$ cat config.mk
export PLATFORM = sky130hd
export DESIGN_NAME = global_prediction_top
export DESIGN_NICKNAME = d
export VERILOG_FILES = /design/src/bp_cfg_pkg.sv /design/src/bp_types_pkg.sv /design/src/global_history_register.sv /design/src/pattern_history_table.sv /design/src/branch_target_buffer.sv /design/src/branch_correction_buffer.sv /design/src/fetch_pc_unit.sv /design/src/global_prediction_top.sv
export SDC_FILE = /design/constraint.sdc
export NUM_CORES = 2
export LEC_CHECK = 0
export ABC_AREA = 0
export BUFFER_PORTS_ARGS = -buffer_cell sky130_fd_sc_hd__buf_2
export CORE_UTILIZATION = 56
export CTS_CLUSTER_DIAMETER = 50
export CTS_CLUSTER_SIZE = 20
export DETAILED_ROUTE_END_ITERATION = 10
export PLACE_DENSITY_LB_ADDON = 0.15
export SYNTH_ARGS = -nofsm -noshare
export SYNTH_HDL_FRONTEND = slang
export SYNTH_SLANG_ARGS = --single-unit
$ cat constraint.sdc
create_clock -name clk -period 6.2 [get_ports clk]
set_clock_uncertainty 0.1 [all_clocks]
set_input_delay 0 -clock clk [delete_from_list [all_inputs] [get_ports clk]]
set_output_delay 0 -clock clk [all_outputs]
set_load 0.05 [all_outputs]
$ cat src/bp_cfg_pkg.sv
package bp_cfg_pkg;

    // Fetch address width
    localparam int unsigned xlen = 32;

    // Global history length in resolved branches
    localparam int unsigned ghr_bits = 4;

    // One two-bit counter per history pattern
    localparam int unsigned pht_entries = 2 ** ghr_bits;

    // Direct-mapped BTB, 16 entries
    localparam int unsigned btb_index_bits = 4;

    // Tag is what is left above the index and the byte offset
    localparam int unsigned btb_tag_bits = xlen - btb_index_bits - 2;

    // Correction table, 16 entries
    localparam int unsigned bcb_index_bits = 4;

    // Fetch starts here after reset
    localparam logic [xlen-1:0] reset_pc = '0;

    // Sequential fetch step, one 32-bit instruction
    localparam logic [xlen-1:0] inst_bytes = 4;

    // Counters come up weakly not taken
    localparam logic [1:0] ctr_reset = 2'b01;

endpackage

$ cat src/bp_types_pkg.sv
package bp_types_pkg;

    import bp_cfg_pkg::*;

    // Address split used by the BTB and the correction table
    // Tag on top, table index in the middle
    typedef struct packed {
        logic [btb_tag_bits-1:0]   tag;
        logic [btb_index_bits-1:0] index;
        // Always zero for aligned fetch
        logic [1:0]                offset;
    } fetch_addr_fields_t;

    // One fetch address word, two decodings
    // raw for PC arithmetic and redirect values
    // fields for table lookup
    typedef union packed {
        logic [xlen-1:0]    raw;
        fetch_addr_fields_t fields;
    } fetch_addr_u;

endpackage

$ cat src/global_history_register.sv
module global_history_register (
    input  logic                          clk,
    input  logic                          arst_n,
    input  logic                          ex_branch,
    input  logic                          pcsrc,
    output logic [bp_cfg_pkg::ghr_bits-1:0] branch_history
);

    import bp_cfg_pkg::*;

    // Outcome history of the last ghr_bits resolved branches
    logic [ghr_bits-1:0] history_q;

    always_ff @(posedge clk or negedge arst_n) begin
        if (!arst_n) begin
            // Empty history after reset
            history_q <= '0;
        end else if (ex_branch) begin
            // Newest outcome enters at bit 0
            // oldest one drops off the top
            history_q <= {history_q[ghr_bits-2:0], pcsrc};
        end
    end

    // Path context for the counter table
    assign branch_history = history_q;

endmodule

$ cat src/pattern_history_table.sv
module pattern_history_table (
    input  logic                            clk,
    input  logic                            arst_n,
    input  logic                            ex_branch,
    input  logic                            pcsrc,
    input  logic [bp_cfg_pkg::ghr_bits-1:0] branch_history,
    output logic                            taken
);

    import bp_cfg_pkg::*;

    // Two-bit saturating counters
    // 00 strong not taken, 01 weak not taken
    // 10 weak taken, 11 strong taken
    logic [1:0] ctr_q [pht_entries];

    // Counter picked by the current history
    logic [1:0] sel_ctr;

    // Pure global scheme, history is the whole index
    assign sel_ctr = ctr_q[branch_history];

    // Predict taken in either taken state
    assign taken = sel_ctr[1];

    // History only moves at the edge
    // so the read index is also the update index
    always_ff @(posedge clk or negedge arst_n) begin
        if (!arst_n) begin
            for (int i = 0; i < pht_entries; i++) begin
                ctr_q[i] <= ctr_reset;
            end
        end else if (ex_branch) begin
            if (pcsrc) begin
                // Count up, stop at strong taken
                if (sel_ctr != 2'b11) begin
                    ctr_q[branch_history] <= sel_ctr + 2'd1;
                end
            end else begin
                // Count down, stop at strong not taken
                if (sel_ctr != 2'b00) begin
                    ctr_q[branch_history] <= sel_ctr - 2'd1;
                end
            end
        end
    end

endmodule

$ cat src/branch_target_buffer.sv
module branch_target_buffer (
    input  logic                        clk,
    input  logic                        arst_n,
    input  logic                        ex_branch,
    input  logic                        pcsrc,
    input  logic [bp_cfg_pkg::xlen-1:0] ex_pc,
    input  logic [bp_cfg_pkg::xlen-1:0] pc_branch,
    input  logic [bp_cfg_pkg::xlen-1:0] pc,
    output logic [bp_cfg_pkg::xlen-1:0] pc_target,
    output logic                        hit
);

    import bp_cfg_pkg::*;
    import bp_types_pkg::*;

    localparam int unsigned entries = 2 ** btb_index_bits;

    // Fetch side and resolve side views of the address
    fetch_addr_u fetch_addr;
    fetch_addr_u ex_addr;

    // Entry state
    logic                    valid_q  [entries];
    logic [btb_tag_bits-1:0] tag_q    [entries];
    logic [xlen-1:0]         target_q [entries];

    // Lookup and update indices
    logic [btb_index_bits-1:0] rd_idx;
    logic [btb_index_bits-1:0] wr_idx;

    // Allocate only on a taken branch
    logic alloc;

    assign fetch_addr.raw = pc;
    assign ex_addr.raw    = ex_pc;

    assign rd_idx = fetch_addr.fields.index;
    assign wr_idx = ex_addr.fields.index;

    assign alloc = ex_branch && pcsrc;

    // Valid bits are the only state cleared by reset
    always_ff @(posedge clk or negedge arst_n) begin
        if (!arst_n) begin
            for (int i = 0; i < entries; i++) begin
                valid_q[i] <= 1'b0;
            end
        end else if (alloc) begin
            valid_q[wr_idx] <= 1'b1;
        end
    end

    // Tag and target follow the valid bit
    // last taken branch at an index replaces the old one
    always_ff @(posedge clk) begin
        if (alloc) begin
            tag_q[wr_idx]    <= ex_addr.fields.tag;
            target_q[wr_idx] <= pc_branch;
        end
    end

    // Same-cycle lookup for the current fetch address
    assign hit = valid_q[rd_idx] && (tag_q[rd_idx] == fetch_addr.fields.tag);

    // Target is meaningful only together with hit
    assign pc_target = target_q[rd_idx];

endmodule

$ cat src/branch_correction_buffer.sv
module branch_correction_buffer (
    input  logic                        clk,
    input  logic                        arst_n,
    input  logic [bp_cfg_pkg::xlen-1:0] pc,
    input  logic                        pc_taken,
    input  logic [bp_cfg_pkg::xlen-1:0] pc_target,
    input  logic                        ex_branch,
    input  logic                        pcsrc,
    input  logic [bp_cfg_pkg::xlen-1:0] ex_pc,
    input  logic [bp_cfg_pkg::xlen-1:0] pc_branch,
    output logic [bp_cfg_pkg::xlen-1:0] pc_reverse,
    output logic                        wrong
);

    import bp_cfg_pkg::*;
    import bp_types_pkg::*;

    localparam int unsigned entries = 2 ** bcb_index_bits;

    fetch_addr_u fetch_addr;
    fetch_addr_u ex_addr;

    // One record per fetched address
    logic            valid_q [entries];
    logic [xlen-1:0] pc_q    [entries];
    logic            dir_q   [entries];

    logic [bcb_index_bits-1:0] rec_idx;
    logic [bcb_index_bits-1:0] chk_idx;

    // Fall-through address of the current fetch
    logic [xlen-1:0] seq_pc;
    // Direction fetch actually followed
    logic            pred_dir;
    // Resolving branch has a live record
    logic            match;

    assign fetch_addr.raw = pc;
    assign ex_addr.raw    = ex_pc;

    assign rec_idx = fetch_addr.fields.index;
    assign chk_idx = ex_addr.fields.index;

    assign seq_pc = fetch_addr.raw + inst_bytes;

    // A taken redirect onto the fall-through is still the sequential path
    assign pred_dir = pc_taken && (pc_target != seq_pc);

    always_ff @(posedge clk or negedge arst_n) begin
        if (!arst_n) begin
            for (int i = 0; i < entries; i++) begin
                valid_q[i] <= 1'b0;
            end
        end else begin
            // Resolved record is retired
            if (ex_branch) begin
                valid_q[chk_idx] <= 1'b0;
            end
            // New fetch wins when both hit the same entry
            valid_q[rec_idx] <= 1'b1;
        end
    end

    always_ff @(posedge clk) begin
        pc_q[rec_idx]  <= fetch_addr.raw;
        dir_q[rec_idx] <= pred_dir;
    end

    // Full address compare, no aliasing between entries
    assign match = valid_q[chk_idx] && (pc_q[chk_idx] == ex_addr.raw);

    // Recorded guess disagrees with the real outcome
    assign wrong = ex_branch && match && (dir_q[chk_idx] != pcsrc);

    // Correct path for the resolving branch
    assign pc_reverse = pcsrc ? pc_branch : ex_addr.raw + inst_bytes;

endmodule

$ cat src/fetch_pc_unit.sv
module fetch_pc_unit (
    input  logic                        clk,
    input  logic                        arst_n,
    input  logic                        taken,
    input  logic                        hit,
    input  logic [bp_cfg_pkg::xlen-1:0] pc_target,
    input  logic                        wrong,
    input  logic [bp_cfg_pkg::xlen-1:0] pc_reverse,
    input  logic                        ex_jump,
    input  logic                        ex_branch,
    input  logic                        pcsrc,
    input  logic                        ex_hit,
    input  logic [bp_cfg_pkg::xlen-1:0] pc_branch,
    input  logic                        mret_sig,
    input  logic                        exception_sig,
    input  logic [bp_cfg_pkg::xlen-1:0] csr_epc,
    input  logic [bp_cfg_pkg::xlen-1:0] ehr_address,
    output logic [bp_cfg_pkg::xlen-1:0] pc,
    output logic                        pc_taken,
    output logic                        first_and_pcsrc
);

    import bp_cfg_pkg::*;
    import bp_types_pkg::*;

    fetch_addr_u pc_q;
    fetch_addr_u next_pc;

    // Resolve-side redirect to the computed target
    logic ex_redirect;

    // Predictor redirect needs both a taken guess and a known target
    assign pc_taken = taken && hit;

    // Taken branch that fetch had no target for
    assign first_and_pcsrc = ex_branch && pcsrc && !ex_hit;

    // Jumps always go to the computed target
    assign ex_redirect = ex_jump || first_and_pcsrc;

    // Next fetch address by priority
    always_comb begin
        if (exception_sig) begin
            // Trap entry beats everything, mret included
            next_pc.raw = ehr_address;
        end else if (mret_sig) begin
            next_pc.raw = csr_epc;
        end else if (ex_redirect) begin
            next_pc.raw = pc_branch;
        end else if (wrong) begin
            // Misprediction repair from EX
            next_pc.raw = pc_reverse;
        end else if (pc_taken) begin
            next_pc.raw = pc_target;
        end else begin
            // Plain sequential fetch
            next_pc.raw = pc_q.raw + inst_bytes;
        end
    end

    // No stalls, PC loads every cycle
    always_ff @(posedge clk or negedge arst_n) begin
        if (!arst_n) begin
            pc_q.raw <= reset_pc;
        end else begin
            pc_q <= next_pc;
        end
    end

    assign pc = pc_q.raw;

endmodule

$ cat src/global_prediction_top.sv
module global_prediction_top (
    input  logic                        clk,
    input  logic                        arst_n,
    input  logic                        ex_branch,
    input  logic                        pcsrc,
    input  logic [bp_cfg_pkg::xlen-1:0] ex_pc,
    input  logic [bp_cfg_pkg::xlen-1:0] pc_branch,
    input  logic                        ex_jump,
    input  logic                        ex_hit,
    input  logic [bp_cfg_pkg::xlen-1:0] csr_epc,
    input  logic [bp_cfg_pkg::xlen-1:0] ehr_address,
    input  logic                        mret_sig,
    input  logic                        exception_sig,
    output logic [bp_cfg_pkg::xlen-1:0] pc,
    output logic                        wrong,
    output logic                        first_and_pcsrc,
    output logic                        hit,
    output logic                        pc_taken
);

    import bp_cfg_pkg::*;

    // History into the counter table
    logic [ghr_bits-1:0] branch_history;
    // Direction guess for the current history
    logic                taken;
    // Stored target for the current pc
    logic [xlen-1:0]     pc_target;
    // Correct path after a misprediction
    logic [xlen-1:0]     pc_reverse;

    global_history_register u_ghr (
        .clk            (clk),
        .arst_n         (arst_n),
        .ex_branch      (ex_branch),
        .pcsrc          (pcsrc),
        .branch_history (branch_history)
    );

    pattern_history_table u_pht (
        .clk            (clk),
        .arst_n         (arst_n),
        .ex_branch      (ex_branch),
        .pcsrc          (pcsrc),
        .branch_history (branch_history),
        .taken          (taken)
    );

    // Target lookup runs off the live fetch pc
    branch_target_buffer u_btb (
        .clk       (clk),
        .arst_n    (arst_n),
        .ex_branch (ex_branch),
        .pcsrc     (pcsrc),
        .ex_pc     (ex_pc),
        .pc_branch (pc_branch),
        .pc        (pc),
        .pc_target (pc_target),
        .hit       (hit)
    );

    // Records what fetch did, checks it when EX resolves
    branch_correction_buffer u_bcb (
        .clk        (clk),
        .arst_n     (arst_n),
        .pc         (pc),
        .pc_taken   (pc_taken),
        .pc_target  (pc_target),
        .ex_branch  (ex_branch),
        .pcsrc      (pcsrc),
        .ex_pc      (ex_pc),
        .pc_branch  (pc_branch),
        .pc_reverse (pc_reverse),
        .wrong      (wrong)
    );

    fetch_pc_unit u_pcu (
        .clk             (clk),
        .arst_n          (arst_n),
        .taken           (taken),
        .hit             (hit),
        .pc_target       (pc_target),
        .wrong           (wrong),
        .pc_reverse      (pc_reverse),
        .ex_jump         (ex_jump),
        .ex_branch       (ex_branch),
        .pcsrc           (pcsrc),
        .ex_hit          (ex_hit),
        .pc_branch       (pc_branch),
        .mret_sig        (mret_sig),
        .exception_sig   (exception_sig),
        .csr_epc         (csr_epc),
        .ehr_address     (ehr_address),
        .pc              (pc),
        .pc_taken        (pc_taken),
        .first_and_pcsrc (first_and_pcsrc)
    );

endmodule

==> flow_results.xml <==
<?xml version="1.0" encoding="UTF-8"?>
<metrics>
  <group name="clock_network">
    <metric name="clock-sinks" unit="">1556</metric>
    <metric name="clock_insertion_delay_worst_skew" unit="ps">780</metric>
    <metric name="buffer_type_at_the_clock_tree_root" unit="">sky130_fd_sc_hd__clkbuf_16</metric>
    <metric name="post_cts_resize_count" unit="">0</metric>
    <metric name="cts.repair_timing.setup_buffer_count" unit="">0</metric>
    <metric name="cts_made_buffers" unit="">137</metric>
    <metric name="clkSlewWorstSetupHoldPaths" unit="ps">70</metric>
    <metric name="cts_max_path_buffers" unit="">3</metric>
    <metric name="tritoncts" unit="">built</metric>
    <metric name="cts_max_level" unit="">4</metric>
  </group>
  <group name="placed_design">
    <metric name="dp.final_hpwl" unit="um">111000</metric>
    <metric name="portBuffers" unit="">171</metric>
    <metric name="dpl_cell_area" unit="um^2">67100</metric>
    <metric name="globalplace.congestion" unit="">0.966</metric>
    <metric name="placed_cells" unit="">5042</metric>
  </group>
  <group name="setup_path">
    <metric name="timing_worst_setup_path_type" unit="">register to register</metric>
    <metric name="critical_path_peak_fanout" unit="">36</metric>
    <metric name="setup.worst_path.start_class" unit="">register</metric>
    <metric name="worstPathCellList" unit="">buf_4 -&gt; mux4_2 -&gt; a22o_1 -&gt; nor2_1 -&gt; o21ai_1 -&gt; or4_4 -&gt; a2111oi_4 -&gt; nand4_1 -&gt; buf_4 -&gt; mux2i_1 -&gt; nand2_1 -&gt; a221o_1 -&gt; dlygate4sd3_1</metric>
    <metric name="timing.rr.start" unit="">u_pcu.pc[2]$_DFF_PN0_</metric>
    <metric name="crit_slowest_cell" unit="">sky130_fd_sc_hd__dfrtp_4</metric>
    <metric name="cp_data_arrival_time" unit="ps">5920</metric>
    <metric name="critical_path.endpoint_type" unit="">register</metric>
    <metric name="critical_path_source" unit="">u_pcu.pc[2]$_DFF_PN0_</metric>
    <metric name="worstPathRequired" unit="ps">6740</metric>
    <metric name="crit_path_frequent_cell" unit="">sky130_fd_sc_hd__buf_4</metric>
    <metric name="worst_path_largest_cell_delay" unit="ps">820</metric>
  </group>
  <group name="route">
    <metric name="top_sig_layer" unit="">met5</metric>
    <metric name="vias_per_cell" unit="">6.70</metric>
    <metric name="drt_drc_violations_left" unit="">0</metric>
    <metric name="drt.antenna.violating_nets" unit="">0</metric>
    <metric name="drt_pass1_iterations" unit="">6</metric>
    <metric name="detailroute.via_count" unit="">36500</metric>
    <metric name="detail_route.wl_per_cell" unit="um">34.0</metric>
    <metric name="routed-wl-met3" unit="um">18700</metric>
    <metric name="finalWirelength" unit="um">185000</metric>
    <metric name="route.layer.met1.wl" unit="um">70600</metric>
    <metric name="first_iteration_detailed_routing_drc_count" unit="">4923</metric>
    <metric name="met2_length" unit="um">86900</metric>
  </group>
  <group name="logic_synthesis">
    <metric name="syn_nets" unit="">3607</metric>
    <metric name="post_synth_inst_count" unit="">3461</metric>
    <metric name="yosys_register_bits" unit="">1556</metric>
    <metric name="yosys_warnings" unit="">0</metric>
    <metric name="async_reset_ff_share" unit="%">6.43</metric>
    <metric name="synth_enable_flop_cells" unit="">1456</metric>
    <metric name="mappedNetlistArea" unit="um^2">64300</metric>
    <metric name="ys_dominant_reg_cell" unit="">sky130_fd_sc_hd__edfxtp_1</metric>
    <metric name="seq_area_frac_synth" unit="%">71.9</metric>
    <metric name="yosys.cell_types.count" unit="">86</metric>
    <metric name="mapped_avg_cell_area" unit="um^2">18.6</metric>
  </group>
  <group name="status">
    <metric name="outcome" unit="">completed</metric>
  </group>
  <group name="timing">
    <metric name="timing.final.max_slew_violations" unit="">0</metric>
    <metric name="max_freq" unit="MHz">186</metric>
    <metric name="hold_viol_final" unit="">0</metric>
    <metric name="min_period_over_period" unit="%">86.7</metric>
    <metric name="fin_tns_setup" unit="ps">0</metric>
    <metric name="final-setup-viol-count" unit="">0</metric>
    <metric name="timing_worst_slew_pin_value" unit="ps">1390</metric>
    <metric name="rsz0062_at_grt" unit="">false</metric>
    <metric name="fin_crit" unit="ps">5370</metric>
    <metric name="max-slew-margin-rel" unit="%">6.64</metric>
  </group>
  <group name="grt">
    <metric name="grtUsageTotal" unit="%">32.2</metric>
    <metric name="grt_max_degree" unit="">93</metric>
    <metric name="grt_pass1_wl" unit="um">263000</metric>
    <metric name="grt_overflow_total" unit="">0</metric>
    <metric name="number_of_global_route_vias_before_repair" unit="">36400</metric>
    <metric name="antenna_violations_before_repair" unit="">8</metric>
  </group>
  <group name="floorplan">
    <metric name="boundaryPins" unit="">172</metric>
    <metric name="die_width" unit="um">341</metric>
    <metric name="placeableCoreArea" unit="um^2">113000</metric>
    <metric name="die-area" unit="um^2">116000</metric>
    <metric name="die-height" unit="um">341</metric>
    <metric name="initial_core_util" unit="%">56.8</metric>
    <metric name="placementRows" unit="">123</metric>
  </group>
  <group name="hold_path">
    <metric name="min-delay-start" unit="">ex_hit</metric>
    <metric name="timing.hold.worst.class" unit="">input port to register</metric>
  </group>
  <group name="cells_and_area">
    <metric name="finalNonFillerCells" unit="">5443</metric>
    <metric name="design_area" unit="um^2">73200</metric>
    <metric name="finish.utilization" unit="%">64.7</metric>
    <metric name="final_net_count" unit="">3972</metric>
    <metric name="final_layout_size_suffix_gt1_share" unit="%">24.9</metric>
    <metric name="layout_overhead_on_the_synthesized_area" unit="%">13.8</metric>
  </group>
  <group name="pwr">
    <metric name="power_per_cell_area" unit="nW/um^2">330</metric>
    <metric name="static-leakage-power" unit="uW">0.0246</metric>
    <metric name="worst_vdd_ir" unit="mV">0.243</metric>
    <metric name="power.total" unit="uW">24100</metric>
  </group>
  <group name="run">
    <metric name="cap_violations" unit="">0</metric>
  </group>
</metrics>
## state kept, by name, summed over array words and instances, names as in the netlist, named ones only
register and flops:
u_pcu.pc 32, u_bcb.pc_q 512, u_bcb.valid_q 16, u_pht.ctr_q 16
u_btb.target_q 512, u_bcb.dir_q 16, u_ghr.branch_history 4, u_btb.tag_q 416
u_btb.valid_q 16
## critical path: cells and delay by family (launching register included)
kind,cells,cell delay (ps)
compound gates,4,1060
buf+inv,3,1350
flops,1,820
mux,2,880
simple gates,4,920
## per-stage QoR
stage	hold slack, ps	setup slack, ps
final	66.2	826
after global routing	91.3	522
after CTS	12.3	867
after detailed placement	-158	1260
after global placement	-174	1310
after floorplan	-396	1490
## Yosys cell counts, drive strengths merged, types with 26 or more instances
master | number | area [um^2]
nand3 | 45 | 225
o21ai | 98 | 490
xnor2 | 83 | 727
a21oi | 71 | 355
buf | 122 | 797
a22oi | 68 | 510
mux2 | 47 | 529
mux2i | 223 | 2230
nand4 | 26 | 163
mux4 | 329 | 7420
dfrtp | 84 | 2100
clkbuf | 79 | 300
nor2 | 107 | 404
nand2 | 139 | 522
nand2b | 26 | 163
inv | 38 | 143
xor2 | 66 | 578
nor3 | 31 | 155
edfxtp | 1456 | 43700
## worst paths after layout
path / to / slack [ps] / cells past startpoint
min in group asynchronous: u_pht.ctr_q[25]$_DFFE_PN0P_ / 220 / 4
worst min register to register: u_btb.valid_q[4]$_DFFE_PN0P_ / 370 / 1
worst min-delay path: u_pcu.pc[12]$_DFF_PN0_ / 70 / 5
worst max-delay path: u_pcu.pc[5]$_DFF_PN0_ / 830 / 13
worst max register to register: u_pcu.pc[5]$_DFF_PN0_ / 830 / 13
max in group asynchronous: u_pcu.pc[4]$_DFF_PN0_ / 4650 / 4
## layout by cell type (no fill, tap or decap), types with 14 or more instances in the layout
master	netlist	final
sky130_fd_sc_hd__o22ai_1	15	15
sky130_fd_sc_hd__inv_1	37	37
sky130_fd_sc_hd__a22oi_1	68	68
sky130_fd_sc_hd__o21ai_0	93	93
sky130_fd_sc_hd__dfstp_2	16	16
sky130_fd_sc_hd__nor3_1	31	31
sky130_fd_sc_hd__buf_4	29	105
sky130_fd_sc_hd__a22o_1	19	19
sky130_fd_sc_hd__xor2_1	66	66
sky130_fd_sc_hd__edfxtp_1	1456	1456
sky130_fd_sc_hd__nor4_1	17	17
sky130_fd_sc_hd__and3_1	23	19
sky130_fd_sc_hd__dlygate4sd3_1	0	144
sky130_fd_sc_hd__xnor2_1	83	83
sky130_fd_sc_hd__nand2b_1	26	26
sky130_fd_sc_hd__inv_6	0	29
sky130_fd_sc_hd__nand2_1	139	139
sky130_fd_sc_hd__clkbuf_16	0	143
sky130_fd_sc_hd__mux4_2	327	327
sky130_fd_sc_hd__clkinvlp_4	0	14
sky130_fd_sc_hd__or2_2	21	21
sky130_fd_sc_hd__clkbuf_1	78	14
sky130_fd_sc_hd__nor2_4	0	16
sky130_fd_sc_hd__a221oi_1	18	18
sky130_fd_sc_hd__nand3_1	45	45
sky130_fd_sc_hd__a21oi_1	71	71
sky130_fd_sc_hd__buf_2	52	167
sky130_fd_sc_hd__mux2_2	47	47
sky130_fd_sc_hd__clkinv_4	0	17
sky130_fd_sc_hd__nand4_1	26	26
sky130_fd_sc_hd__mux2i_1	223	223
sky130_fd_sc_hd__nor2_1	106	90
sky130_fd_sc_hd__nor2b_1	18	16
sky130_fd_sc_hd__dfrtp_1	84	80
## where the power goes
part / internal (uW) / total (uW) / switching, uW
Combinational: 1170 / 3020 / 1840
Clock: 4760 / 8810 / 4050
Sequential: 12000 / 12300 / 300
## layout make-up
type,count,area [um^2]
clock inverter,96,1010
tap,1500,1880
inverter,42,159
antenna,1,2.50
multi-input combinational,1662,17000
timing repair buffer,427,3280
sequential,1556,46300
fill,7729,40000
clock buffer,159,3650
## repair_timing
item                                     CTS  global route
endpoints found under the hold margin   1074             0
hold buffers                             145             0
endpoints found under the setup margin     0             0
## metal layers
metal,GRT usage [%],vias up
li1,-,14800
met3,6.67,445
met2,50.2,2189
met5,0.654,-
met4,13.9,6
met1,44.5,19100
## cells by family (layout without fill, tap and decap cells)
logic type               Yosys count  after routing  synth area share, %
XOR/XNOR                         149            149                 2.03
flip-flops                      1556           1556                 71.9
buffers and inverters            243            724                 1.95
AO/OA/AOI/OAI                    390            390                 4.14
other                              0              1                    0
AND/OR/NAND/NOR                  514            514                 4.00
multiplexers                     599            599                 15.8
adder cells (fa/ha/maj)           10             10                0.194
(Power assumes the default switching activity.)
